`src/logic/debug_gate.sv`:
```
// ----------------------------------------------------------------------
// Debug request gate: blocks debug requests during a startup window
// ----------------------------------------------------------------------

`timescale 1ns/1ps

module debug_gate #(
  parameter int unsigned DelCycles = 16
) (
  input  logic clk_i,
  input  logic rst_ni,
  input  logic dbg_req_i,
  output logic dbg_req_o
);

  localparam int unsigned CntWidth = (DelCycles > 0) ? $clog2(DelCycles + 1) : 1;

  logic [CntWidth-1:0] cnt_q;
  logic [CntWidth-1:0] cnt_d;
  logic                cnt_done;

  // Saturating down-counter
  assign cnt_done = (cnt_q == '0);
  assign cnt_d    = cnt_done ? '0 : cnt_q - 1'b1;

  always_ff @(posedge clk_i or negedge rst_ni) begin
    if (!rst_ni) begin
      cnt_q <= CntWidth'(DelCycles);
    end else begin
      cnt_q <= cnt_d;
    end
  end

  // Lets boot code run before the first debug request can interrupt it
  assign dbg_req_o = cnt_done ? dbg_req_i : 1'b0;

endmodule

```
`config.mk`:
```
export PLATFORM = sky130hd
export DESIGN_NAME = debug_gate
export DESIGN_NICKNAME = d
export VERILOG_FILES = /design/src/logic/debug_gate.sv
export SDC_FILE = /design/constraint.sdc
export NUM_CORES = 1
export LEC_CHECK = 0
export ABC_AREA = 0
export BUFFER_PORTS_ARGS = -buffer_cell sky130_fd_sc_hd__buf_2
export CAP_MARGIN = 10
export CORE_AREA = 2 2 39 41
export DETAILED_ROUTE_END_ITERATION = 10
export DIE_AREA = 0 0 41 43
export SKIP_CTS_REPAIR_TIMING = 1
export SYNTH_ARGS = -nofsm -noshare
export SYNTH_HDL_FRONTEND = slang
export SYNTH_SLANG_ARGS = --single-unit
```
`constraint.sdc`:
```
create_clock -name clk_i -period 1.3 [get_ports clk_i]
set_input_delay 0.195 -clock clk_i [delete_from_list [all_inputs] [get_ports clk_i]]
set_output_delay 0.195 -clock clk_i [all_outputs]
set_load 0.05 [all_outputs]
```
==> out/qor.txt, run 1 <==
Worst-Skew Late Latency: 0.23 ns
post-synth net total: 25
initial antenna violation count: 0
failing checks: negative setup slack
VDD IR max: 0.3163 mV
Pwr Total: 0.3495 mW
pins over their slew limit: 0
DRT antenna net count: 0
leading area contributor after synthesis: dfrtp_1
Place WS: -0.01580 ns
vias in the first global route: 178
Crit. End Element: output port
IO buf count: 3
fin crit period: 1.470 ns
Die ar.: 0.001763 sq mm
Max Fanout on Critical Path: 2
fin util: 25.14%
Tcrit/Tclk final: 113.0%
Post-Syn Area: 224.0 sq um
DPL Wire Length: 293.6 um
share of cells above drive strength 1: 47.06%
biggest regs: cnt_q x5
largest cells by area after synthesis: dfrtp_1 45%, dfstp_2 12%, inv_1 6.7%
setup tns final: -0.1696 ns
leakage power: 0.1645 nW
multi-input combinational cell area: 87.58 sq um
Arr. time, crit path: 1.27 ns
Synth top area share: 44.69%
ant diodes: 0
post-synth cell types: 13
Die Y: 43 um
cell area after layout: 347.8 sq um
Remaining DRCs: 0
# rows: 14
Hold Vio Cnt, Final: 0
DR vias: 182
Worst Max-Slew Pin Slew: 0.1749 ns
gpl congestion: 0.6125
Core Footprint: 0.001384 sq mm
r2r startpoint: cnt_q[0]
kind of critical path: reg -> out
CTS buffer count: 3
YS warnings: 0
max frequency: 0.6805 GHz
clk slew on worst S/H paths: 0.04 ns
CTS H-tree lvls: 1
# clock sinks: 5
Fillers: 146
vias per cell: 3.640
startpoint type of the worst setup path: flip-flop
FF-to-FF End: cnt_q[3]
starting density of the core: 16.18%
status: complete, but fails checks
Inst Count DP: 44
Area Growth Syn to Fin: 55.31%
syn_area_per_cell: 10.67 sq um
routed wire length: 350 um
Slew headroom: 88.25%
synthesized instance count: 21
max cap viols: 0
clock skew: 0.002370 ns
#FFs+latches synth: 5
CTS Buffer Depth: 2
root buf cell: clkbuf_4
final cell count without fillers: 50
power per cell area: 1005 mW/mm^2
endpoints failing setup: 1
sequential share of the synthesized area: 56.42%
FF+latch area: 126.4 sq um
Routed WL per cell: 7.000 um
RSZ-0062 raised after global routing: true
Hold Path Class: in -> async
dpl cell area: 291.5 sq um
worst r2r path cells: 5
Reg2Reg Setup Slack: 0.12 ns
Largest Register: cnt_q
Initial DRC Count: 0
worst setup margin: -0.1696 ns
first-pass GRT wire length: 572 um
# nets final: 39
total grt overflow: 0
GR Util All Layers: 5.348%
CTS tree: yes
largest net degree at the start of global routing: 6
Worst Path Required: 1.11 ns
hold_ws: 0.2965 ns
max FFs per register: 5
IO Pins: 4
first-pass iteration count of the detailed router: 1
Die W: 41 um
==> power by group <==
group,switching (mW),internal (mW)
clock,0.0565,0.116
sequential,0,0.156
combinational,0.0106,0.0104
total,0.0671,0.282
==> cells by family after synthesis <==
family / after synthesis / share of synthesized area, %
AND/OR/NAND/NOR: 6 / 16.20
adder cells (fa/ha/maj): 1 / 5.586
buffers and inverters: 4 / 6.702
flip-flops: 5 / 56.43
AO/OA/AOI/OAI: 4 / 10.06
multiplexers: 1 / 5.028
==> per-layer routing <==
| layer | vias up | GRT usage [%] | share of wire, % |
|---|---|---|---|
| met4 | 0 | 6.000 | 0 |
| met2 | 3 | 7.187 | 51 |
| li1 | 93 | - | - |
| met5 | - | 0 | 0 |
| met1 | 86 | 4.902 | 43 |
| met3 | 0 | 3.141 | 5.7 |
==> layout make-up <==
cell class | count | share of cell area, %
Inverter | 4 | 4.317
Sequential cell | 5 | 36.33
Tap cell | 16 | 5.755
Multi-Input combinational cell | 12 | 25.18
Clock buffer | 4 | 7.554
Timing Repair Buffer | 9 | 20.86
==> placed cells by master (no fill, tap or decap) <==
cell	Yosys	layout
mux2_1	1	1
ha_2	0	1
clkbuf_4	0	3
and2_4	0	1
nor2_2	1	1
o21ai_0	1	1
dfrtp_1	4	4
clkbuf_1	0	1
buf_2	0	2
inv_1	4	4
nor3_1	1	1
dfstp_2	1	1
a21oi_1	2	2
dlygate4sd3_1	0	1
o211ai_1	1	1
nor2_1	2	2
buf_4	0	5
and3_4	1	1
buf_8	0	1
==> cell usage after synthesis, drive strengths merged <==
master	instances
inv	4
and3	1
mux2	1
o211ai	1
nor2	3
dfrtp	4
and2	1
a21oi	2
dfstp	1
o21ai	1
nor3	1
ha	1
==> worst max-delay path by stage <==
stage	startpoint	end
5_1_grt	cnt_q[1]	dbg_req_o
6_report	cnt_q[0]	dbg_req_o
3_3_place_gp	cnt_q[0]	dbg_req_o
4_1_cts	cnt_q[0]	dbg_req_o
2_1_floorplan	cnt_q[0]	dbg_req_o
3_5_place_dp	cnt_q[0]	dbg_req_o
==> critical path, stage by stage, from the launching register on <==
cell	delay, ns
dfrtp_1	0.37
inv_1	0.06
ha_2	0.17
and3_4	0.17
and2_4	0.14
buf_8	0.13
(Power assumes the default switching activity.)
==> inputs of run 2 (changes only) <==
Settings changed: BUFFER_PORTS_ARGS -buffer_cell sky130_fd_sc_hd__buf_2 to not set, DONT_BUFFER_PORTS set to 1, REMOVE_ABC_BUFFERS set to 1.
==> out/qor.txt, run 2 (synthesis gave the netlist of run 1 again) <==
combinational power share: 5.9% (about the same)
dpl cell area: 279.0 sq um (-4.3%)
starting density of the core: 16.18% (unchanged)
Initial DRC Count: 0 (unchanged)
RSZ-0062 raised after global routing: true
max frequency: 0.6779 GHz (-0.38%)
endpoints failing setup: 1 (unchanged)
first-pass GRT wire length: 558 um (-2.4%)
VDD IR max: 0.2963 mV (-6.3%)
leakage power: 0.1576 nW (-4.2%)
CP max stage cell: dfrtp_1
# nets final: 37 (-5.1%)
Largest Register: cnt_q
IO Pins: 4 (unchanged)
# rows: 14 (unchanged)
setup tns final: -0.1752 ns (-0.005586 ns)
kind of critical path: reg -> out
Core Footprint: 0.001384 sq mm (unchanged)
crit-path max cell delay: 0.37 ns (about the same)
DRT antenna net count: 0 (unchanged)
Arr. time, crit path: 1.28 ns (about the same)
Slew headroom: 84.87% (-3.4 points)
CTS Buffer Depth: 2 (unchanged)
Tcrit/Tclk final: 113.5% (+0.43 points)
Fillers: 162 (+11%)
most common cell after layout, fill and taps aside: buf_4
gpl congestion: 0.6419 (+4.8%)
Internal Power: 0.2822 mW (about the same)
CTS tree: yes
fin crit period: 1.475 ns (+0.005586 ns)
Clock Power Share: 49.0% (-0.2 points)
first-pass iteration count of the detailed router: 1 (unchanged)
P_sw: 0.06501 mW (-3.1%)
routed wire length: 386 um (+10%)
Die Y: 43 um (unchanged)
largest net degree at the start of global routing: 6 (unchanged)
vias per cell: 3.542 (-2.7%)
Area Growth Syn to Fin: 53.07%
status: complete, but fails checks
Switching Share: 18.72% (-0.48 points)
biggest regs: cnt_q x5
DR vias: 170 (-6.6%)
Critical Path, Cell by Cell: inv_1 > ha_2 > and3_4 > and2_4 > buf_12
Hold Vio Cnt, Final: 0 (unchanged)
Max Fanout on Critical Path: 3 (+1)
vias in the first global route: 170 (-4.5%)
Worst Path Required: 1.11 ns (about the same)
Worst-Skew Late Latency: 0.23 ns (about the same)
cell area after layout: 342.8 sq um (-1.4%)
max FFs per register: 5 (unchanged)
Routed WL per cell: 8.042 um (+15%)
share of cells above drive strength 1: 46.88% (-0.18 points)
initial antenna violation count: 0 (unchanged)
Die W: 41 um (unchanged)
Hold Path Class: in -> async
max cap viols: 0 (unchanged)
sequential power share: 45.1% (+0.3 points)
CTS H-tree lvls: 1 (unchanged)
DPL Wire Length: 297.5 um (+1.3%)
startpoint type of the worst setup path: flip-flop
Pwr Total: 0.3472 mW (-0.65%)
CTS buffer count: 3 (unchanged)
clock skew: 0.0002051 ns (-0.002165 ns)
Worst Max-Slew Pin Slew: 0.2262 ns (+0.05126 ns)
clk slew on worst S/H paths: 0.04 ns (about the same)
ant diodes: 0 (unchanged)
commonest non-fill, non-tap cells in the layout: 5 x buf_4, 4 x dfrtp_1, 3 x inv_1, 3 x clkbuf_4
fin util: 24.77% (-0.36 points)
total grt overflow: 0 (unchanged)
power per cell area: 1013 mW/mm^2 (+0.80%)
Crit. End Element: output port
root buf cell: clkbuf_4
Place WS: 0.03363 ns (+0.04942 ns)
IO buf count: 0 (-3)
pins over their slew limit: 0 (unchanged)
failing checks: negative setup slack
Die ar.: 0.001763 sq mm (unchanged)
worst setup margin: -0.1752 ns (-0.005586 ns)
Remaining DRCs: 0 (unchanged)
GR Util All Layers: 5.157% (-0.19 points)
# clock sinks: 5 (unchanged)
## run 2: cell types whose count changed in the layout (fill, tap and decap cells not counted)
cell    before  now
inv_2        0    1
buf_8        1    0
buf_2        2    0
buf_12       0    1
inv_1        4    3
## run 2: area by class of cell
cell class,instances,area [sq um],area share (%)
clock buffers,4,26.28,7.664
inverters,4,15.01,4.380
multi-input cells,12,87.58,25.55
flip-flops and latches,5,126.4,36.86
well taps,16,20.02,5.839
repair buffers,7,67.56,19.71
## run 2: layer usage
layer	global-route usage (%)	wire (um)	vias to the layer above
li1	-	-	89
met1	3.289	127	78
met2	9.063	243	3
met3	1.571	16	0
met4	6.000	0	0
met5	0	0	-
## run 2: worst max-delay path, delay by kind of cell, from the launching register on
family,cells,cell delay [ns]
flip-flops,1,0.37
adder cells (fa/ha/maj),1,0.17
buffers and inverters,2,0.18
AND/OR/NAND/NOR,2,0.32
## run 2: path summary, 6_finish.rpt
kind,from,end,slack [ns],depth (start not counted)
min in group clk_i,cnt_q[4],cnt_q[4],0.47,2
max in group asynchronous,rst_ni,cnt_q[4],0.80,1
hold reg to reg,cnt_q[4],cnt_q[4],0.47,2
setup reg to reg,cnt_q[1],cnt_q[3],0.02,6
setup / recovery,cnt_q[1],dbg_req_o,-0.18,5
hold / removal,rst_ni,cnt_q[2],0.25,1
## run 2: power by group through the flow
stage	sequential (mW)	clock [mW]	combinational (mW)
3_5_place_dp	0.159	0	0.0144
5_1_grt	0.156	0.194	0.0215
4_1_cts	0.156	0.181	0.0144
3_3_place_gp	0.159	0	0.0143
2_1_floorplan	0.159	0	0.00700
6_report	0.156	0.170	0.0205
## run 2: through the flow
| step | instances | hold slack (ns) |
|---|---|---|
| detailed placement | 40 | -0.1004 |
| floorplan | 21 | -0.1006 |
| CTS | 44 | -0.3549 |
| global route | 48 | 0.2505 |
| finish | 48 | 0.2507 |
| global placement | 40 | -0.1005 |
