--- config.mk ---
export PLATFORM = sky130hd
export DESIGN_NAME = addr_decode
export DESIGN_NICKNAME = d
export VERILOG_FILES = /design/src/logic/soc_pkg.sv /design/src/logic/addr_decode.sv
export SDC_FILE = /design/constraint.sdc
export NUM_CORES = 1
export LEC_CHECK = 0
export BUFFER_PORTS_ARGS = -buffer_cell sky130_fd_sc_hd__buf_2
export CELL_PAD_IN_SITES_DETAIL_PLACEMENT = 0
export CELL_PAD_IN_SITES_GLOBAL_PLACEMENT = 1
export CORE_MARGIN = 10
export CORE_UTILIZATION = 12
export DETAILED_ROUTE_END_ITERATION = 10
export PLACE_DENSITY_LB_ADDON = 0.25
export SETUP_SLACK_MARGIN = 0.3
export SLEW_MARGIN = 5
export SYNTH_ARGS = -nofsm -noshare
export SYNTH_HDL_FRONTEND = slang
export SYNTH_SLANG_ARGS = --single-unit
--- constraint.sdc ---
create_clock -name vclk -period 0.8
set_input_delay 0.08 -clock vclk [all_inputs]
set_output_delay 0.08 -clock vclk [all_outputs]
set_load 0.02 [all_outputs]
--- src/logic/soc_pkg.sv ---
// ----------------------------------------------------------------------
// Shared widths, memory map base and request/response structs for the
// banked memory subsystem
// ----------------------------------------------------------------------

package soc_pkg;

  // ----------------------------------------------------------------------
  // Bus widths
  // ----------------------------------------------------------------------
  localparam int unsigned AddrWidth = 32;
  localparam int unsigned DataWidth = 64;
  // One enable per byte of a data word
  localparam int unsigned StrbWidth = DataWidth / 8;

  typedef logic [AddrWidth-1:0] addr_t;
  typedef logic [DataWidth-1:0] data_t;
  typedef logic [StrbWidth-1:0] strb_t;

  // ----------------------------------------------------------------------
  // Memory map
  // ----------------------------------------------------------------------
  // Start of bank 0, banks follow back to back
  localparam addr_t MemBase = 32'h8000_0000;

  // ----------------------------------------------------------------------
  // Request and response
  // ----------------------------------------------------------------------
  typedef struct packed {
    logic  we;
    addr_t addr;
    strb_t strb;
    data_t wdata;
  } mem_req_t;

  // Error flag marks a decode miss
  typedef struct packed {
    logic  err;
    data_t rdata;
  } mem_rsp_t;

endpackage

--- src/logic/addr_decode.sv ---
// ----------------------------------------------------------------------
// Address decoder that maps a request onto one bank or flags a miss
// ----------------------------------------------------------------------

`timescale 1ns/1ps

module addr_decode #(
  parameter int unsigned NumBanks  = 4,
  parameter int unsigned BankWords = 256
) (
  input  logic               clk_i,
  input  logic               rst_ni,
  input  logic               req_valid_i,
  input  soc_pkg::mem_req_t  req_i,
  output logic [NumBanks-1:0] bank_req_o,
  output soc_pkg::mem_req_t  bank_req_payload_o,
  output logic               miss_o
);

  import soc_pkg::*;

  localparam int unsigned ByteBits = $clog2(StrbWidth);
  localparam int unsigned IdxWidth = (BankWords > 1) ? $clog2(BankWords) : 1;
  // Byte offset bits covered by a single bank
  localparam int unsigned BankBits = IdxWidth + ByteBits;
  localparam int unsigned MapBytes = NumBanks * BankWords * StrbWidth;

  addr_t offset;
  addr_t bank_sel;
  addr_t word_idx;
  logic  in_range;

  // Below MemBase the subtraction wraps and lands out of range
  assign offset   = req_i.addr - MemBase;
  assign in_range = (offset < addr_t'(MapBytes));
  assign bank_sel = offset >> BankBits;
  assign word_idx = (offset >> ByteBits) & addr_t'(BankWords - 1);

  always_comb begin
    bank_req_o = '0;
    for (int unsigned k = 0; k < NumBanks; k++) begin
      bank_req_o[k] = req_valid_i && in_range && (bank_sel == addr_t'(k));
    end
  end

  // Payload is shared by all banks and only the strobe selects one
  always_comb begin
    bank_req_payload_o      = req_i;
    bank_req_payload_o.addr = word_idx;
  end

  assign miss_o = req_valid_i && !in_range;

  // ----------------------------------------------------------------------
  // Assertions
  // ----------------------------------------------------------------------
  a_one_target : assert property (
    @(posedge clk_i) disable iff (!rst_ni)
    $onehot0({bank_req_o, miss_o}) && ((|{bank_req_o, miss_o}) == req_valid_i)
  ) else $error("request did not reach exactly one target");

endmodule

==> run_results.csv, run 1 <==
group,metric,value,unit
run_status,outcome,"complete, but fails checks",
run_status,violations,"setup timing",
setup_path,cp.arrival,1.11,ns
floorplan,fp.dieH,107,um
setup_path,start_kind,"primary input",
floorplan,ios,218,
hold_path,worstHoldEndpoint,"bank_req_payload_o[24]",
global_route,grt_max_degree,6,
synthesis,synthTopCellsByArea,"buf_4 87%, nor4_2 4.2%, nor4_1 2.8%",
synthesis,synthMuxAreaShare,0,%
sta,rsz0062_at_grt,"yes",
place,hpwlAfterDp,2090,um
sta,period_needed,1.19,ns
place,dp_cells,168,
hold_path,min_path_type,"primary input to output port",
synthesis,synth_common_cells,"105 x buf_4, 4 x nor4_1, 3 x nor4_2",
synthesis,yosys.area_share.adder,0,%
global_route,antenna_found_initial,0,
synthesis,synthSimpleGateAreaFrac,11.1,%
floorplan,dieArea,0.0114,mm2
route,drc,0,
floorplan,start_util,12.4,%
synthesis,yosysTopAreaCellShare,87.3,%
hold_path,hp-start,"req_i[24]",
floorplan,die_w,107,um
layout,utilization,9.28,%
route,antenna_left,0,
layout,syn2layout_area_growth,-25.1,%
layout,final_area,677,um2
layout,fin_cells,169,
hold_path,hold_depth,0,
floorplan,core,0.00729,mm2
synthesis,synth-warning-count,0,
power,power_density,389,mW/mm2
layout,seqCellArea,0,um2
global_route,grt_pass1_wl,3170,um
synthesis,syn_inst,121,
route,wl_per_cell,13.7,um
synthesis,synth_top_area_cell,"buf_4",
synthesis,ys_types,11,
route,firstDrtPassIters,2,
global_route,grt_use_total,3.48,%
layout,nets,180,
layout,drive_gt1_share,61.4,%
route,vias,442,
synthesis,synthXorXnorAreaFrac,0,%
route,wl,2320,um
setup_path,critPathMaxFanout,4,
place,dp_slack,-0.500,ns
synthesis,synth_top_family_by_area,"buffers and inverters",
power,peakVddDrop,81.4,uV
sta,final-max-slew-violation-count,0,
route,routed_via_density,2.62,
route,drtIter0Drc,5,
setup_path,crit_type,"primary input to output port",
layout,seq_cells,0,
sta,layout_setup_ws,-0.391,ns
floorplan,row_count,31,
layout,antennaDiodeCount,0,
synthesis,syn_area,903,um2
global_route,grt_pass1_vias,534,
layout,clock_buffers,0,
place,place_congestion,0.629,
setup_path,end_kind,"output port",
place,portBuffers,27,
synthesis,yosysMostFrequentCell,"buf_4",
place,place_area,596,um2
synthesis,syn-mean-instance-area,7.47,um2
global_route,gr-total-overflow,0,
sta,finalSetupViolCount,5,
job,cap_violations,0,
synthesis,ys_seq_area_share,0,%
sta,finalCritPeriodShare,149,%
setup_path,required,0.72,ns
synthesis,synth_compound_area_share,0.831,%
power,total_leakage_power,0.296,nW
sta,final_hold_viol_count,0,
sta,timing.fmax,840,MHz
-- worst max-delay path, stage by stage --
cell and delay [ns]:
buf_6 0.10, nor4_4 0.30, nand3_4 0.15, buf_6 0.16, nor4_4 0.13, buf_4 0.18
-- cells in the final DEF, fill, tap and decap left out, drive strengths merged --
cell	instances
nand2	2
buf	31
nand3	1
nand2b	1
conb	24
nor4	7
inv	1
nor4b	1
nor3	1
o21a	1
-- per-layer routing --
| metal | GRT usage [%] | routed length [um] | vias up |
|---|---|---|---|
| met5 | 0 | 0 | - |
| met4 | 5.13 | 330 | 0 |
| met3 | 3.59 | 587 | 44 |
| met2 | 4.17 | 823 | 81 |
| met1 | 2.55 | 574 | 168 |
| li1 | - | - | 149 |
-- where the power goes --
group	switching, mW	internal, mW	total, mW
registers	0	0	0
logic	0.174	0.0895	0.263
clock network	0	0	0
-- worst max-delay path by stage --
stage                     startpoint       endpoint  slack (ns)  cells after the start
after floorplan            req_i[90]  bank_req_o[0]       -0.27                      3
after global placement     req_i[95]  bank_req_o[1]       -0.50                      6
after detailed placement   req_i[90]  bank_req_o[0]       -0.50                      5
after CTS                  req_i[92]  bank_req_o[1]       -0.44                      6
after global routing       req_i[85]  bank_req_o[1]       -0.48                      6
final                      req_i[85]  bank_req_o[1]       -0.39                      6
-- what timing repair did --
action,CTS,global route
hold buffers,0,0
gates cloned,0,0
endpoints found under the setup margin,5,5
gates resized for setup,13,3
pin swaps,6,4
buffers inserted,0,1
-- layout make-up --
cell class | count | area, um2
Inverter | 1 | 3.75
Multi-Input combinational cell | 38 | 320
Tap cell | 99 | 124
Fill cell | 885 | 6620
Timing Repair Buffer | 31 | 229
-- metrics by stage --
| stage | setup TNS [ns] | hold WS, ns | power, mW |
|---|---|---|---|
| finish | -1.76 | 0.160 | 0.263 |
| global route | -2.21 | 0.160 | 0.282 |
| CTS | -1.90 | 0.160 | 0.254 |
| detailed placement | -2.28 | 0.160 | 0.230 |
| global placement | -2.24 | 0.160 | 0.231 |
| floorplan | -0.956 | 0.197 | 0.818 |
-- kinds of logic after synthesis --
logic type             count (synthesis)
and+or+nand+nor                       13
AOI/OAI and AO/OA                      1
buffers and inverters                106
other                                  1
(Power assumes the default switching activity.)
==> run 2: changes to the inputs <==
==> constraint.sdc (replaced) <==
create_clock -name vclk -period 0.8
set_input_delay 0.08 -clock vclk [all_inputs]
set_output_delay 0.08 -clock vclk [all_outputs]
set_load 0.05 [all_outputs]
==> run_results.csv, run 2 (synthesis gave the netlist of run 1 again) <==
group,metric,value,unit
route,wl,2250,um
sta,totalNegativeSetupSlack,-1.98,ns
setup_path,required,0.72,ns
route,m1WireLength,524,um
sta,final_hold_viol_count,0,
hold_path,min_path_type,"primary input to output port",
hold_path,hold_depth,0,
sta,rsz0062_at_grt,"yes",
place,place_congestion,0.609,
global_route,gr-total-overflow,0,
route,top_layer,"met4",
global_route,grt_pass1_vias,519,
layout,final_common_cell,"conb_1",
place,portBuffers,27,
global_route,grt_max_degree,6,
floorplan,dieArea,0.0114,mm2
global_route,antenna_found_initial,0,
sta,fin_hold_ws,0.160,ns
sta,finalCritPeriodShare,154,%
layout,antennaDiodeCount,0,
setup_path,start_kind,"primary input",
run_status,violations,"setup timing",
floorplan,row_count,31,
layout,seq_cells,0,
setup_path,critPathMaxFanout,3,
job,cap_violations,0,
power,power_density,604,mW/mm2
power,total_leakage_power,0.297,nW
floorplan,core,0.00729,mm2
layout,drive_gt1_share,60.9,%
floorplan,start_util,12.4,%
sta,final-max-slew-violation-count,0,
setup_path,end_kind,"output port",
layout,layout_common_cells,"24 x conb_1, 15 x buf_2, 12 x buf_6",
setup_path,crit_type,"primary input to output port",
layout,fill_cells,877,
sta,period_needed,1.23,ns
route,drtIter0Drc,5,
floorplan,ios,218,
layout,multi_input_comb_area,327,um2
run_status,outcome,"complete, but fails checks",
layout,nets,179,
route,wl_met2,821,um
sta,layout_setup_ws,-0.429,ns
route,vias,434,
power,peakVddDrop,129,uV
route,wl_per_cell,13.4,um
route,routed_via_density,2.58,
route,met3_length,575,um
floorplan,fp.dieH,107,um
sta,timing.fmax,813,MHz
global_route,grt_use_total,3.29,%
setup_path,cp.arrival,1.15,ns
hold_path,worstHoldEndpoint,"bank_req_payload_o[24]",
layout,clock_buffers,0,
global_route,grt_pass1_wl,3060,um
route,drc,0,
hold_path,hp-start,"req_i[24]",
route,antenna_left,0,
layout,seqCellArea,0,um2
sta,finalSetupViolCount,5,
place,hpwlAfterDp,2030,um
layout,syn2layout_area_growth,-23.1,%
place,dp_slack,-0.596,ns
floorplan,die_w,107,um
route,firstDrtPassIters,2,
## run 2: cell types whose count changed in the layout (fill, tap and decap cells not counted), sizes merged
| cell | change |
|---|---|
| buf | -1 |
## run 2: through the flow
| stage | utilization [%] | total power [mW] | std cells | instance area [um2] |
|---|---|---|---|---|
| 6_report | 9.52 | 0.419 | 168 | 694 |
| 5_1_grt | 9.52 | 0.436 | 168 | 694 |
| 2_1_floorplan | - | 1.47 | 144 | 1100 |
| 3_3_place_gp | 8.17 | 0.382 | 168 | 596 |
| 4_1_cts | 9.37 | 0.411 | 168 | 683 |
| 3_5_place_dp | 8.17 | 0.381 | 168 | 596 |
## run 2: layer usage
metal / vias up / track usage [%]
li1: 147 / -
met1: 162 / 2.24
met2: 81 / 4.04
met3: 44 / 3.41
met4: 0 / 5.13
met5: - / 0
## run 2: layout make-up
type	count	share of cell area, %
Multi-Input combinational cell	38	47.0
Tap cell	99	17.8
Timing Repair Buffer	30	34.6
Inverter	1	0.541
## run 2: repair_timing
item / in CTS / in global routing
setup buffers: 0 / 0
endpoints found under the setup margin: 5 / 5
hold buffers: 0 / 0
resized for setup: 21 / 2
pin swaps: 4 / 2
## run 2: critical path: stages
cell and delay, ns:
buf_6 0.10, nor4_4 0.30, nand3_4 0.16, buf_6 0.17, nor4_4 0.14, buf_6 0.20
## run 2: how the worst max path moves through the flow
| stage | start | endpoint | slack [ns] | depth (start not counted) |
|---|---|---|---|---|
| final | req_i[85] | bank_req_o[3] | -0.43 | 6 |
| after global routing | req_i[85] | bank_req_o[3] | -0.52 | 6 |
| after CTS | req_i[85] | bank_req_o[1] | -0.48 | 6 |
| after detailed placement | req_i[90] | bank_req_o[1] | -0.60 | 6 |
| after global placement | req_i[95] | bank_req_o[1] | -0.58 | 6 |
| after floorplan | req_i[90] | bank_req_o[0] | -0.53 | 3 |
## run 2: power by group
group,switching (mW),internal (mW),leakage (nW)
Sequential,0,0,0
Clock,0,0,0
Combinational,0.325,0.0937,0.297
Total,0.325,0.0937,0.297
==> run 3: changes to the inputs <==
Settings changed: CELL_PAD_IN_SITES_DETAIL_PLACEMENT 0 to 1.
==> run_results.csv, run 3 (synthesis gave the netlist of run 1 again) <==
group,metric,value,unit
run_status,outcome,"complete, but fails checks",
run_status,violations,"setup timing",
layout,fill_cells,908,
layout,antennaDiodeCount,0,
layout,final_common_cell,"conb_1",
sta,final_hold_viol_count,0,
layout,layout_common_cells,"24 x conb_1, 15 x buf_2, 12 x buf_6",
hold_path,min_path_type,"primary input to output port",
setup_path,start_kind,"primary input",
route,vias,444,
sta,finalCritPeriodShare,150,%
floorplan,ios,218,
setup_path,crit_type,"primary input to output port",
power,peakVddDrop,143,uV
route,antenna_left,0,
layout,final_area,709,um2
layout,multi_input_comb_area,327,um2
sta,period_needed,1.20,ns
layout,seqCellArea,0,um2
layout,nets,181,
floorplan,die_w,107,um
setup_path,critPathMaxFanout,3,
sta,layout_setup_ws,-0.403,ns
place,portBuffers,27,
sta,final-max-slew-violation-count,0,
route,wl,2290,um
sta,finalSetupViolCount,5,
place,dp_slack,-0.586,ns
place,hpwlAfterDp,2120,um
global_route,grt_pass1_wl,3110,um
place,place_area,596,um2
setup_path,cp.arrival,1.12,ns
place,place_congestion,0.609,
sta,rsz0062_at_grt,"yes",
power,power_density,590,mW/mm2
global_route,gr-total-overflow,0,
global_route,grt_use_total,3.36,%
floorplan,fp.dieH,107,um
sta,totalNegativeSetupSlack,-1.96,ns
power,total_leakage_power,0.305,nW
layout,drive_gt1_share,62.0,%
job,cap_violations,0,
power,finalPower,419,uW
route,routed_via_density,2.61,
route,drc,0,
floorplan,row_count,31,
layout,utilization,9.73,%
route,firstDrtPassIters,2,
layout,clock_buffers,0,
layout,syn2layout_area_growth,-21.5,%
route,wl_per_cell,13.5,um
route,drtIter0Drc,5,
sta,timing.fmax,831,MHz
layout,seq_cells,0,
floorplan,start_util,12.4,%
global_route,grt_max_degree,6,
floorplan,core,0.00729,mm2
global_route,grt_pass1_vias,515,
global_route,antenna_found_initial,0,
floorplan,dieArea,0.0114,mm2
setup_path,end_kind,"output port",
setup_path,required,0.72,ns
==> run 3: cell types whose count changed in the layout (fill, tap and decap cells not counted) <==
cell	change
buf_4	+2
==> run 3: power by group <==
part           internal [mW]  switching (mW)
clock                      0               0
combinational         0.0936           0.325
sequential                 0               0
==> run 3: stage by stage <==
stage          instances  hold slack (ns)
3_5_place_dp         168            0.160
6_report             170            0.160
5_1_grt              170            0.160
2_1_floorplan        144            0.227
3_3_place_gp         168            0.160
4_1_cts              168            0.160
==> run 3: metal layers <==
layer	GRT usage [%]	vias to the layer above	part of all wire, %	wire length, um
met5	0	-	0	0
met4	5.13	0	14	330
met3	3.77	44	27	626
met2	4.04	81	36	814
met1	2.21	167	23	519
li1	-	152	-	-
==> run 3: final cells by class <==
class              count  area share [%]
repair buffers        32            36.0
multi-input cells     38            46.0
inverters              1           0.529
well taps             99            17.5
==> run 3: worst paths after layout <==
check / to / startpoint / slack, ns / cells after the start
hold / removal: bank_req_payload_o[24] / req_i[24] / 0.16 / 0
setup / recovery: miss_o / req_i[85] / -0.40 / 6
==> run 3: worst max-delay path: stages <==
cell and delay, ns:
buf_6 0.10, nor4_4 0.30, nand3_4 0.13, buf_6 0.16, o21a_4 0.21, buf_8 0.14
==> run 3: timing repair <==
action	in CTS	in global routing
gates resized for setup	22	1
setup endpoints to repair	5	5
pin swaps	7	3
hold buffers	0	0
setup buffers	0	2
