--- src/logic/soc_pkg.sv ---
// ----------------------------------------------------------------------
// Shared widths, memory map base and request/response structs for the
// banked memory subsystem
// ----------------------------------------------------------------------

package soc_pkg;

  // ----------------------------------------------------------------------
  // Bus widths
  // ----------------------------------------------------------------------
  localparam int unsigned AddrWidth = 32;
  localparam int unsigned DataWidth = 64;
  // One enable per byte of a data word
  localparam int unsigned StrbWidth = DataWidth / 8;

  typedef logic [AddrWidth-1:0] addr_t;
  typedef logic [DataWidth-1:0] data_t;
  typedef logic [StrbWidth-1:0] strb_t;

  // ----------------------------------------------------------------------
  // Memory map
  // ----------------------------------------------------------------------
  // Start of bank 0, banks follow back to back
  localparam addr_t MemBase = 32'h8000_0000;

  // ----------------------------------------------------------------------
  // Request and response
  // ----------------------------------------------------------------------
  typedef struct packed {
    logic  we;
    addr_t addr;
    strb_t strb;
    data_t wdata;
  } mem_req_t;

  // Error flag marks a decode miss
  typedef struct packed {
    logic  err;
    data_t rdata;
  } mem_rsp_t;

endpackage

--- src/logic/resp_mux.sv ---
// ----------------------------------------------------------------------
// Response mux: merges bank responses and delayed misses into one
// response stream
// ----------------------------------------------------------------------

`timescale 1ns/1ps

module resp_mux #(
  parameter int unsigned NumBanks = 4
) (
  input  logic                clk_i,
  input  logic                rst_ni,
  input  logic [NumBanks-1:0] bank_valid_i,
  input  soc_pkg::data_t      bank_rdata_i [NumBanks],
  input  logic                miss_i,
  output logic                rsp_valid_o,
  output soc_pkg::mem_rsp_t   rsp_o
);

  import soc_pkg::*;

  logic  miss_q;
  data_t sel_rdata;

  // Miss delayed by one cycle to match bank latency
  always_ff @(posedge clk_i or negedge rst_ni) begin
    if (!rst_ni) begin
      miss_q <= 1'b0;
    end else begin
      miss_q <= miss_i;
    end
  end

  // AND-OR select, at most one bank valid
  always_comb begin
    sel_rdata = '0;
    for (int unsigned k = 0; k < NumBanks; k++) begin
      if (bank_valid_i[k]) begin
        sel_rdata = sel_rdata | bank_rdata_i[k];
      end
    end
  end

  assign rsp_valid_o = (|bank_valid_i) || miss_q;
  assign rsp_o.err   = miss_q;
  // Zero on a miss since no bank is valid then
  assign rsp_o.rdata = sel_rdata;

  // ----------------------------------------------------------------------
  // Assertions
  // ----------------------------------------------------------------------
  a_single_source : assert property (
    @(posedge clk_i) disable iff (!rst_ni)
    $onehot0({bank_valid_i, miss_q})
  ) else $error("more than one response source in one cycle");

endmodule

--- config.mk ---
export PLATFORM = sky130hd
export DESIGN_NAME = resp_mux
export DESIGN_NICKNAME = d
export VERILOG_FILES = /design/src/logic/soc_pkg.sv /design/src/logic/resp_mux.sv
export SDC_FILE = /design/constraint.sdc
export NUM_CORES = 1
export LEC_CHECK = 0
export BUFFER_PORTS_ARGS = -buffer_cell sky130_fd_sc_hd__clkbuf_2
export CAP_MARGIN = 20
export CORE_AREA = 8 8 122 124
export CTS_CLUSTER_SIZE = 25
export DETAILED_ROUTE_END_ITERATION = 8
export DIE_AREA = 0 0 130 132
export SLEW_MARGIN = 5
export SYNTH_ARGS = -nofsm -noshare
export SYNTH_HDL_FRONTEND = slang
export SYNTH_SLANG_ARGS = --single-unit
--- constraint.sdc ---
create_clock -name clk_i -period 1.32 [get_ports clk_i]
set_clock_uncertainty 0.2 [all_clocks]
set_input_delay 0.264 -clock clk_i [delete_from_list [all_inputs] [get_ports clk_i]]
set_output_delay 0.264 -clock clk_i [all_outputs]
set_load 0.05 [all_outputs]
==> results.txt, run 1 <==
The clock-pin slew on the worst setup and hold paths came out at 0 ns. The path with the worst hold slack has its endpoint at miss_q. Including well taps, the total number of placed cells is 712. The top cell type by area accounts for 35.9% of the synthesized area. The final reports fail on setup timing. The logs give 3,891 for the via count of the first global-routing pass and 1.41% for the share of synthesized area occupied by flip-flops and latches. After routing, the total negative slack on setup checks comes to -9.31 ns.

The tools report the element type at the critical path end as an output port. The count of nets left with antenna violations once routing finished came out at 0. In the final layout, the share of cells above drive strength 1 is 99.1%. The count of flip-flops with a built-in enable after synthesis came out at 0. Using the TritonRoute via totals, the vias-per-cell ratio works out to 4.66. The largest registers in the layout are miss_q: 1 flops. The number of stages on the worst hold path is 1, and the slew of the pin with the lowest slew margin is 0.286 ns. Leaving out filler cells and counting taps, the final layout contains 740. Dividing the detail-routed wire length by the instance count gives 22.4 um. At the worst endpoint, the arrival time is 1.05 ns.

Synthesis handed over a netlist of 225 instances. The die covers 17,200 um^2. The worst setup path is launched from an input pin. The estimated wirelength of the detail-placed design is 10,900 um, and the number of antenna cells inserted is 0. Register bank with the most flops: miss_q. The netlist uses 10 different library cells. The cell type with the largest total area after synthesis is sky130_fd_sc_hd__a22oi_2. Entering global routing, the biggest net connects 35 pins. In this run the worst hold path is classified as input pin to register. The logs give 0 for the initial antenna violation count and 0 for the total global routing overflow. In this run the tightest slew margin relative to its limit is 81.0%.

Counting instances in the post-synthesis netlist gives the leading cell types as sky130_fd_sc_hd__a22oi_1, sky130_fd_sc_hd__nand2_1, sky130_fd_sc_hd__a22oi_2. For the worst setup path, the data required time is 0.86 ns. Derived from the worst setup path, the maximum achievable clock frequency is 660 MHz. The Yosys step of the flow raised 0 warnings. The final hold violation count is 0, and the largest fanout on the critical path is 9. Synthesis produced a netlist with a net count of 488.

The analysis attributes to cell leakage a power of 2.80 nW. For this run, the post-layout net count is 829. After clock tree synthesis, the setup repair step added 0 buffers. The floorplan has 42 rows. The run finished, with violations left. In this run the most critical hold path is launched from miss_i. After synthesis, the cell types taking the most area are sky130_fd_sc_hd__a22oi_2, sky130_fd_sc_hd__a22oi_1, sky130_fd_sc_hd__nand2_1, sky130_fd_sc_hd__buf_6, sky130_fd_sc_hd__buf_4. The number of max-slew violations in the final report is 0.

At the end of routability-driven placement, the weighted congestion stood at 0.848. In this run the horizontal extent of the chip is 130 um. Compared with the post-synthesis result, the final layout area differs by 232%. The most repeated cell in the gate-level netlist after synthesis was sky130_fd_sc_hd__a22oi_1. The final worst setup slack was -0.195 ns. Across the run, the number of max-cap violations was 0. Across the VDD grid, the largest voltage drop is 0.000301 V. The number of flip-flops in the largest register was 1. The start-to-end type of the worst setup path is input pin to output port. Dividing the synthesized area by the synthesized cell count gives 7.89 um^2. For the iteration count of the initial detailed-routing pass, the log shows 4. The overall routing resource usage is 15.5%, and the post-synthesis instance area is 1780 um^2. Measured along the y axis, the die boundary spans 132 um.

Buffers placed on the I/O ports in this run total 328. The core region is 13,000 um^2. OpenSTA, run right after detailed placement, puts the worst setup slack at -0.261 ns. Number of register bits inferred by synthesis: 1. In the routed design, unresolved DRC markers number 0. The total number of vias is 3,446. For this design the ratio of total power to cell area is 521 nW/um^2. Setup violations remaining at the end of the flow were counted as 65. Setup repair after global routing could not meet its margin everywhere. The first routing iteration left 107 violations.

The effective utilization at floorplan was 13.7%; the final wirelength was 16,600 um. The final critical delay including setup and external delays is 1.51 ns, and the global-route wire length before repair is 21,200 um. In this run the count of I/O pins placed on the die edge is 329. Dividing the final minimum period by the clock period gives 115%. The async set-or-reset flop fraction in the synthesized netlist was 100%. For this run, the leading register cell type out of synthesis is sky130_fd_sc_hd__dfrtp_1.
[worst max path at each step]
| stage | from | to | slack [ns] | cells past startpoint |
|---|---|---|---|---|
| after floorplan | bank_valid_i[1] | rsp_o[13] | -0.06 | 4 |
| after global placement | bank_valid_i[2] | rsp_o[28] | -0.26 | 5 |
| after detailed placement | bank_valid_i[2] | rsp_o[33] | -0.26 | 5 |
| after CTS | bank_valid_i[0] | rsp_o[36] | -0.21 | 5 |
| after global routing | bank_valid_i[0] | rsp_o[17] | -0.21 | 5 |
| final | bank_valid_i[3] | rsp_o[59] | -0.19 | 6 |
[layout make-up]
type / count / area (um^2)
timing repair buffer: 368 / 3590
sequential: 1 / 25.0
multi-input combinational: 195 / 2070
tap: 176 / 220
fill: 1249 / 7080
[report_power, final]
part           switching [mW]  leakage [nW]  total [mW]  internal, mW
clock network               0             0           0             0
registers             0.00113        0.0117      0.0339        0.0328
logic                    1.51          2.79        3.04          1.53
total                    1.52          2.80        3.08          1.56
[cells in the final DEF, fill, tap and decap left out]
master,instances
sky130_fd_sc_hd__a22oi_2,126
sky130_fd_sc_hd__buf_8,5
sky130_fd_sc_hd__nand2_2,54
sky130_fd_sc_hd__dfrtp_1,1
sky130_fd_sc_hd__nand2_4,10
sky130_fd_sc_hd__clkbuf_2,259
sky130_fd_sc_hd__nor3_4,1
sky130_fd_sc_hd__nand2_1,1
sky130_fd_sc_hd__a22oi_1,2
sky130_fd_sc_hd__buf_4,1
sky130_fd_sc_hd__buf_6,5
sky130_fd_sc_hd__buf_16,16
sky130_fd_sc_hd__dlygate4sd3_1,1
sky130_fd_sc_hd__nor2_2,1
sky130_fd_sc_hd__buf_12,65
sky130_fd_sc_hd__clkbuf_16,16
[metal layers]
metal	part of all wire [%]	wire length [um]	global-route usage, %
met1	37	6190	16.8
met2	50	8370	28.4
met3	10	1730	4.41
met4	1.8	295	3.94
met5	0	0	0
[cell families (layout without fill, tap and decap cells)]
family	Yosys count	in the layout	synth area share (%)
simple gates	67	67	14.2
buf+inv	29	368	15.9
compound gates	128	128	68.5
flops	1	1	1.41
[metrics by stage]
step / power (mW) / utilization [%] / hold slack [ns] / instance area (um^2)
finish: 3.08 / 45.5 / 0.178 / 5900
global route: 3.20 / 45.5 / 0.182 / 5900
CTS: 2.85 / 41.0 / 0.182 / 5330
detailed placement: 2.59 / 36.5 / -0.160 / 4730
global placement: 2.57 / 36.5 / -0.159 / 4730
floorplan: 1.30 / - / -0.232 / 2040
[critical path: stages]
cell and delay (ns):
sky130_fd_sc_hd__buf_12 0.14, sky130_fd_sc_hd__buf_6 0.13, sky130_fd_sc_hd__a22oi_2 0.17, sky130_fd_sc_hd__buf_4 0.15, sky130_fd_sc_hd__nand2_4 0.04, sky130_fd_sc_hd__buf_12 0.14
[what timing repair did]
action                                 CTS  global route
pin swaps                                8            47
cloned                                   9            18
hold buffers                             1             0
endpoints found under the hold margin    1             0
resized for setup                       76            38
setup endpoints to repair               65            65
Note: power is estimated with default switching activity, not from simulation.
==> inputs of run 2 (changes only) <==
==> constraint.sdc (replaced) <==
create_clock -name clk_i -period 1.32 [get_ports clk_i]
set_clock_uncertainty 0.2 [all_clocks]
set_input_delay 0.198 -clock clk_i [delete_from_list [all_inputs] [get_ports clk_i]]
set_output_delay 0.198 -clock clk_i [all_outputs]
set_load 0.05 [all_outputs]
==> results.txt, run 2 (synthesis gave the netlist of run 1 again) <==
The flow ran to the end, but the final reports show violations. Failing checks: setup timing (unchanged). Type of element launching the critical path: an input pin (unchanged). The logs give 2.56 nW (was 2.80 nW) for the leakage power and 42 (unchanged) for the total number of placement rows.

The count of routing violations after the opening detailed-route iteration came out at 80 (was 107). The die extent in y was 132 um (unchanged). The width of the chip works out to 130 um (unchanged). The run gives 0.108 ns (was 0.178 ns) as the hold slack. For the total global routing overflow, the log shows 0 (unchanged).

Final worst setup slack: -0.0713 ns (was -0.195 ns). Register bank with the most flops: miss_q (unchanged). Registers with the most flip-flops: miss_q: 1 flops (unchanged). Setup repair after global routing could not meet its margin everywhere. The sum of negative setup slack came out at -2.36 ns (was -9.31 ns).

The estimated wirelength of the detail-placed design was 10,600 um (was 10,900 um). For the global-route wire length before repair, the log shows 20,400 um (was 21,200 um). The via count of the first global-routing pass is 3,724 (was 3,891), and the total die area is 17,200 um^2 (unchanged). The tools report the post-route antenna net violation count as 0 (unchanged). Overall power: 2.84 mW (was 3.08 mW). The maximum vdd drop was 0.000276 V (was 0.000301 V); the effective utilization at floorplan was 13.7% (unchanged). The number of input and output port buffers inserted was 328 (unchanged); the data arrival time at the worst-slack endpoint was 0.99 ns (was 1.05 ns). The initial antenna violation count is 0 (unchanged), and the largest fanout on the critical path is 15 (was 9). Average wire length per cell after detail routing: 21.0 um (was 22.4 um). The total power per unit cell area came out at 530 nW/um^2 (was 521 nW/um^2). Path category of the worst min-delay check: input pin to register (unchanged). The post-detailed-route via-to-cell ratio was 4.56 (was 4.66).

I/O pin count: 329 (unchanged). The overall routing resource usage is 15.0% (was 15.5%), and the critical path required time is 0.92 ns (was 0.86 ns). The logs give 4 (unchanged) for the iteration count of the initial detailed-routing pass and 0.810 (was 0.848) for the final weighted congestion of routability-driven global placement. The logs give 13,000 um^2 (unchanged) for the total core area and 0 (unchanged) for the setup fix buffers added after clock tree synthesis. The tools report the DRC violation count after routing as 0 (unchanged). The clock-pin slew on the worst setup and hold paths is 0 ns (about the same), and the maximum number of pins on one net before global-route repair is 36 (was 35). The number of antenna cells inserted is 0 (unchanged), and the final hold violation count is 0 (unchanged). The slew of the pin with the lowest slew margin was 0.289 ns (was 0.286 ns); the total number of vias was 3,310 (was 3,446).

The start-to-end type of the worst setup path is input pin to output port (unchanged). The share of final-layout standard cells stronger than drive strength 1 is 93.8% (was 99.1%), and the number of max-slew violations in the final report is 0 (unchanged). The number of flip-flops in the largest register is 1 (unchanged), and the top achievable clock speed is 719 MHz (was 660 MHz).

The synthesis-to-finish area growth was 202% (was 232%). The run gives 815 (was 829) as the final net count. Highest-count cells in the layout ignoring fill and taps: sky130_fd_sc_hd__clkbuf_2, sky130_fd_sc_hd__a22oi_2, sky130_fd_sc_hd__buf_12, sky130_fd_sc_hd__nand2_2, sky130_fd_sc_hd__nand2_1 (was sky130_fd_sc_hd__clkbuf_2, sky130_fd_sc_hd__a22oi_2, sky130_fd_sc_hd__buf_12, sky130_fd_sc_hd__nand2_2). The final wirelength came out at 15,300 um (was 16,600 um).

The most frequent standard cell in the layout excluding fill and tap cells was sky130_fd_sc_hd__clkbuf_2 (unchanged). The part of the cycle the worst path needs works out to 105% (was 115%). Number of max-capacitance violations reported: 0 (unchanged).

The relative slew slack was 80.8% (was 81.0%). The final setup violation count is 63 (was 65), and the count of placed standard cells including taps is 710 (was 712). The run gives 726 (was 740) as the post-layout instance count excluding filler cells. The element type at the critical path end is an output port (unchanged). The final critical delay including setup and external delays came out at 1.39 ns (was 1.51 ns).
## run 2: final timing paths
check / start / end / slack, ns / cells past startpoint
setup / recovery: bank_valid_i[0] / rsp_o[59] / -0.07 / 5
hold / removal: miss_i / miss_q / 0.11 / 1
max in group asynchronous: rst_ni / miss_q / 0.50 / 2
min in group asynchronous: rst_ni / miss_q / 0.33 / 2
## run 2: what timing repair did
item | 4_1_cts | 5_1_grt
resized for setup | 94 | 74
endpoints found under the setup margin | 65 | 65
pin swaps | 25 | 32
hold buffers | 1 | 0
gates cloned | 6 | 9
endpoints found under the hold margin | 1 | 0
## run 2: through the flow
stage	utilization, %	setup slack (ns)	instance area [um^2]
after floorplan	-	0.00348	1780
after global placement	33.4	-0.192	4330
after detailed placement	33.4	-0.198	4330
after CTS	37.8	-0.0722	4910
after global routing	41.2	-0.0997	5350
final	41.2	-0.0713	5350
## run 2: per-layer routing
layer / global-route usage [%] / vias to the layer above / share of wire [%]
met4: 2.07 / 0 / 1.8
met3: 4.05 / 20 / 9.4
met5: 0 / - / 0
met2: 29.2 / 189 / 54
met1: 15.6 / 1537 / 35
li1: - / 1564 / -
## run 2: worst max-delay path, stage by stage
cell and delay (ns):
sky130_fd_sc_hd__clkbuf_16 0.16, sky130_fd_sc_hd__buf_12 0.16, sky130_fd_sc_hd__a22oi_1 0.17, sky130_fd_sc_hd__nand2_1 0.12
sky130_fd_sc_hd__buf_12 0.16
## run 2: layout make-up
| type | count | area [um^2] |
|---|---|---|
| fillers | 1290 | 7630 |
| repair buffers | 354 | 3180 |
| multi-input cells | 195 | 1930 |
| well taps | 176 | 220 |
| flip-flops and latches | 1 | 25.0 |
## run 2: where the power goes
part           total, mW  switching [mW]  internal (mW)
combinational       2.80            1.43           1.37
sequential        0.0339         0.00110         0.0328
clock                  0               0              0
total               2.84            1.43           1.40
==> inputs of run 3 (changes only) <==
--- a/config.mk
+++ b/config.mk
@@ -5,12 +5,13 @@
 export SDC_FILE = /design/constraint.sdc
 export NUM_CORES = 1
 export LEC_CHECK = 0
+export ABC_AREA = 1
 export BUFFER_PORTS_ARGS = -buffer_cell sky130_fd_sc_hd__clkbuf_2
 export CAP_MARGIN = 20
-export CORE_AREA = 8 8 122 124
+export CORE_AREA = 8 8 123 125
 export CTS_CLUSTER_SIZE = 25
 export DETAILED_ROUTE_END_ITERATION = 8
-export DIE_AREA = 0 0 130 132
+export DIE_AREA = 0 0 131 133
 export SLEW_MARGIN = 5
 export SYNTH_ARGS = -nofsm -noshare
 export SYNTH_HDL_FRONTEND = slang
==> results.txt, run 3 <==
Global-route wire length before repair: 23,900 um (was 20,400 um). The setup fix buffers added after clock tree synthesis was 0 (unchanged). Setup repair after global routing could not meet its margin everywhere. The DRC violation count after routing came out at 0 (unchanged). Leakage power: 4.22 nW (was 2.56 nW). Post-route antenna net violation count: 0 (unchanged).

The top achievable clock speed was 750 MHz (was 719 MHz); the synthesis-to-finish area growth was 174% (was 202%). For the effective utilization at floorplan, the log shows 18.6% (was 13.7%). Uppermost signal routing layer after detailed routing: met4 (unchanged). The path category of the worst min-delay check was input pin to register (unchanged). I/O pin count: 329 (unchanged).

The total number of vias is 4,638 (was 3,310). Relative slew slack: 80.3% (was 80.8%). The number of stages on the worst setup path was 7 (was 5). The fraction of power spent switching nets came out at 51.6% (was 50.6%).

For the via count of the first global-routing pass, the log shows 4,435 (was 3,724). The final net count was 1,218 (was 815). Failing checks: setup timing (unchanged). The count of distinct cell types in the synthesized netlist is 8 (was 10), and the clock-pin slew on the worst setup and hold paths is 0 ns (about the same). Register bank with the most flops: miss_q (unchanged). The number of max-capacitance violations reported was 0 (unchanged); the total die area was 17,400 um^2 (was 17,200 um^2).

The logs give 0.92 ns (about the same) for the critical path required time and 0.878 (was 0.810) for the final weighted congestion of routability-driven global placement. The start-to-end type of the worst setup path was input pin to output port (unchanged). The final wirelength is 19,600 um (was 15,300 um). The sequential cell fraction of total power came out at 1.1% (was 1.2%). Highest-count cells in the layout ignoring fill and taps: sky130_fd_sc_hd__nand2_1, sky130_fd_sc_hd__clkbuf_2, sky130_fd_sc_hd__nand2_2, sky130_fd_sc_hd__inv_1, sky130_fd_sc_hd__buf_12 (was sky130_fd_sc_hd__clkbuf_2, sky130_fd_sc_hd__a22oi_2, sky130_fd_sc_hd__buf_12, sky130_fd_sc_hd__nand2_2, sky130_fd_sc_hd__nand2_1).

Prevailing post-synth register cell: sky130_fd_sc_hd__dfrtp_1 (unchanged). The most repeated cell in the gate-level netlist after synthesis was sky130_fd_sc_hd__nand2_1 (was sky130_fd_sc_hd__a22oi_1). For the net count of the mapped netlist, the log shows 872 (was 488).

Number of flip-flops in the largest register: 1 (unchanged). The async set-or-reset flop fraction in the synthesized netlist is 100% (unchanged). The total core area was 13,100 um^2 (was 13,000 um^2); the part of the cycle the worst path needs was 101% (was 105%). The largest stage delay on the critical path works out to 0.18 ns (was 0.17 ns). The post-detailed-route via-to-cell ratio is 4.11 (was 4.56), and the total routed wire length on the met1 layer is 7340 um (was 5290 um). Number of warnings reported in the yosys synthesis log: 0 (unchanged).

The tools report the instance count of the mapped netlist as 609 (was 225). The die extent in y works out to 133 um (was 132 um). The sum of met2 wire segment lengths after detailed routing is 10,100 um (was 8260 um), and the width of the chip is 131 um (was 130 um).

The maximum vdd drop came out at 0.000337 V (was 0.000276 V). The tools report the total global routing overflow as 0 (unchanged). The largest fanout on the critical path works out to 7 (was 15). The mean instance size in the synthesized netlist is 3.99 um^2 (was 7.89 um^2). The logs give 0 (unchanged) for the final hold violation count and 12,300 um (was 10,600 um) for the estimated wirelength of the detail-placed design.

Number of stages on the worst hold path: 1 (unchanged). The number of buffers and inverters on the critical path was 4 (was 3); the switching power was 1.66 mW (was 1.43 mW). The tools report the sum of negative setup slack as -0.0289 ns (was -2.36 ns). The average wire length per cell after detail routing works out to 17.3 um (was 21.0 um). The share of synthesized area occupied by flip-flops and latches is 1.03% (was 1.41%), and the area fraction of the dominant cell type after synthesis is 69.2% (was 35.9%). Slew of the pin with the lowest slew margin: 0.297 ns (was 0.289 ns). The logs give 17.7% (was 15.0%) for the overall routing resource usage and 98.9% (was 98.8%) for the combinational group share of total power.

The logs give 5 (was 63) for the final setup violation count and 1.55 mW (was 1.40 mW) for the internal portion of total power. The share of final-layout standard cells stronger than drive strength 1 was 63.0% (was 93.8%); the total number of placement rows was 42 (unchanged). Count of flip-flops with a built-in enable after synthesis: 0 (unchanged). Type of element launching the critical path: an input pin (unchanged). The overall power came out at 3.21 mW (was 2.84 mW). The count of filler cells inserted in the layout was 1,312 (was 1,290); the final critical delay including setup and external delays was 1.33 ns (was 1.39 ns). The data arrival time at the worst-slack endpoint came out at 0.94 ns (was 0.99 ns).

The initial antenna violation count is 0 (unchanged). Registers with the most flip-flops: miss_q: 1 flops (unchanged). The cell type with the largest total area after synthesis was sky130_fd_sc_hd__nand2_1 (was sky130_fd_sc_hd__a22oi_2). The worst slack at placement was -0.154 ns (was -0.198 ns). The startpoint of the worst hold path was miss_i (unchanged). The final worst setup slack was -0.0137 ns (was -0.0713 ns). The tools report the maximum number of pins on one net before global-route repair as 20 (was 36). The number of input and output port buffers inserted was 328 (unchanged). Cell Chain, Critical Path: clkbuf_16 -> clkbuf_16 -> nand2_2 -> nand2_1 -> inv_1 -> nand2_2 -> buf_12 (was clkbuf_16 -> buf_12 -> a22oi_1 -> nand2_1 -> buf_12). The run finished, with violations left. Count of routing violations after the opening detailed-route iteration: 220 (was 80).

Top cells by area in the synthesized netlist: sky130_fd_sc_hd__nand2_1, sky130_fd_sc_hd__inv_1, sky130_fd_sc_hd__buf_4, sky130_fd_sc_hd__buf_6, sky130_fd_sc_hd__dfrtp_1 (was sky130_fd_sc_hd__a22oi_2, sky130_fd_sc_hd__a22oi_1, sky130_fd_sc_hd__nand2_1, sky130_fd_sc_hd__buf_6, sky130_fd_sc_hd__buf_4). The total power per unit cell area is 483 nW/um^2 (was 530 nW/um^2), and the iteration count of the initial detailed-routing pass is 5 (was 4). Cell with the largest stage delay on the worst path: sky130_fd_sc_hd__clkbuf_16 (was sky130_fd_sc_hd__a22oi_1). The beginning of the critical path was bank_valid_i[3] (was bank_valid_i[0]).

The logs give 0 (unchanged) for the number of antenna cells inserted and 0 (unchanged) for the number of max-slew violations in the final report. The number of register bits inferred by synthesis is 1 (unchanged). The tools report the routed wire length on met3 as 1820 um (was 1430 um).

The element type at the critical path end is an output port (unchanged). Most frequent standard cell in the layout excluding fill and tap cells: sky130_fd_sc_hd__nand2_1 (was sky130_fd_sc_hd__clkbuf_2). The cell family contributing the most delay on the critical path was buffers and inverters (unchanged). The clock power share came out at 0% (about the same). Most common library cells after synthesis: sky130_fd_sc_hd__nand2_1, sky130_fd_sc_hd__inv_1, sky130_fd_sc_hd__buf_4 (was sky130_fd_sc_hd__a22oi_1, sky130_fd_sc_hd__nand2_1, sky130_fd_sc_hd__a22oi_2). The post-synthesis instance area was 2430 um^2 (was 1780 um^2).
[run 3: cells by family after synthesis]
logic type             after synthesis  synth area share (%)
buffers and inverters              157                  29.1
AND/OR/NAND/NOR                    451                  69.9
flip-flops                           1                  1.03
[run 3: worst paths after layout]
kind / endpoint / slack, ns
min in group asynchronous: miss_q / 0.35
min: miss_q / 0.11
max: rsp_o[63] / -0.01
max in group asynchronous: miss_q / 0.49
[run 3: power groups by stage]
stage,registers [mW],clock network (mW),logic (mW)
2_1_floorplan,0.0333,0,1.29
3_3_place_gp,0.0338,0,2.53
3_5_place_dp,0.0339,0,2.55
4_1_cts,0.0339,0,2.81
5_1_grt,0.0342,0,3.37
6_report,0.0340,0,3.18
[run 3: repair_timing]
action / CTS / global route
endpoints found under the hold margin: 1 / 0
endpoints found under the setup margin: 64 / 65
resized for setup: 62 / 175
cloned: 12 / 23
pin swaps: 9 / 51
hold buffers: 1 / 0
[run 3: routing by layer]
metal	track usage, %	vias up
li1	-	2379
met1	20.1	2028
met2	33.3	212
met3	3.74	19
met4	2.49	0
met5	0	-
[run 3: cell type report]
| cell class | instances | area [um^2] | area share [%] |
|---|---|---|---|
| sequential | 1 | 25.0 | 0.376 |
| tap | 176 | 220 | 3.31 |
| multi-input combinational | 451 | 2230 | 33.5 |
| timing repair buffer | 373 | 3700 | 55.6 |
| inverter | 128 | 480 | 7.22 |
[run 3: per-stage QoR]
step	instances	util, %	cell area (um^2)	hold WS (ns)
global placement	1093	40.0	5230	-0.226
floorplan	609	-	2560	-0.298
detailed placement	1093	40.0	5230	-0.226
global route	1129	50.8	6650	0.124
CTS	1106	44.0	5760	0.111
finish	1129	50.8	6650	0.109
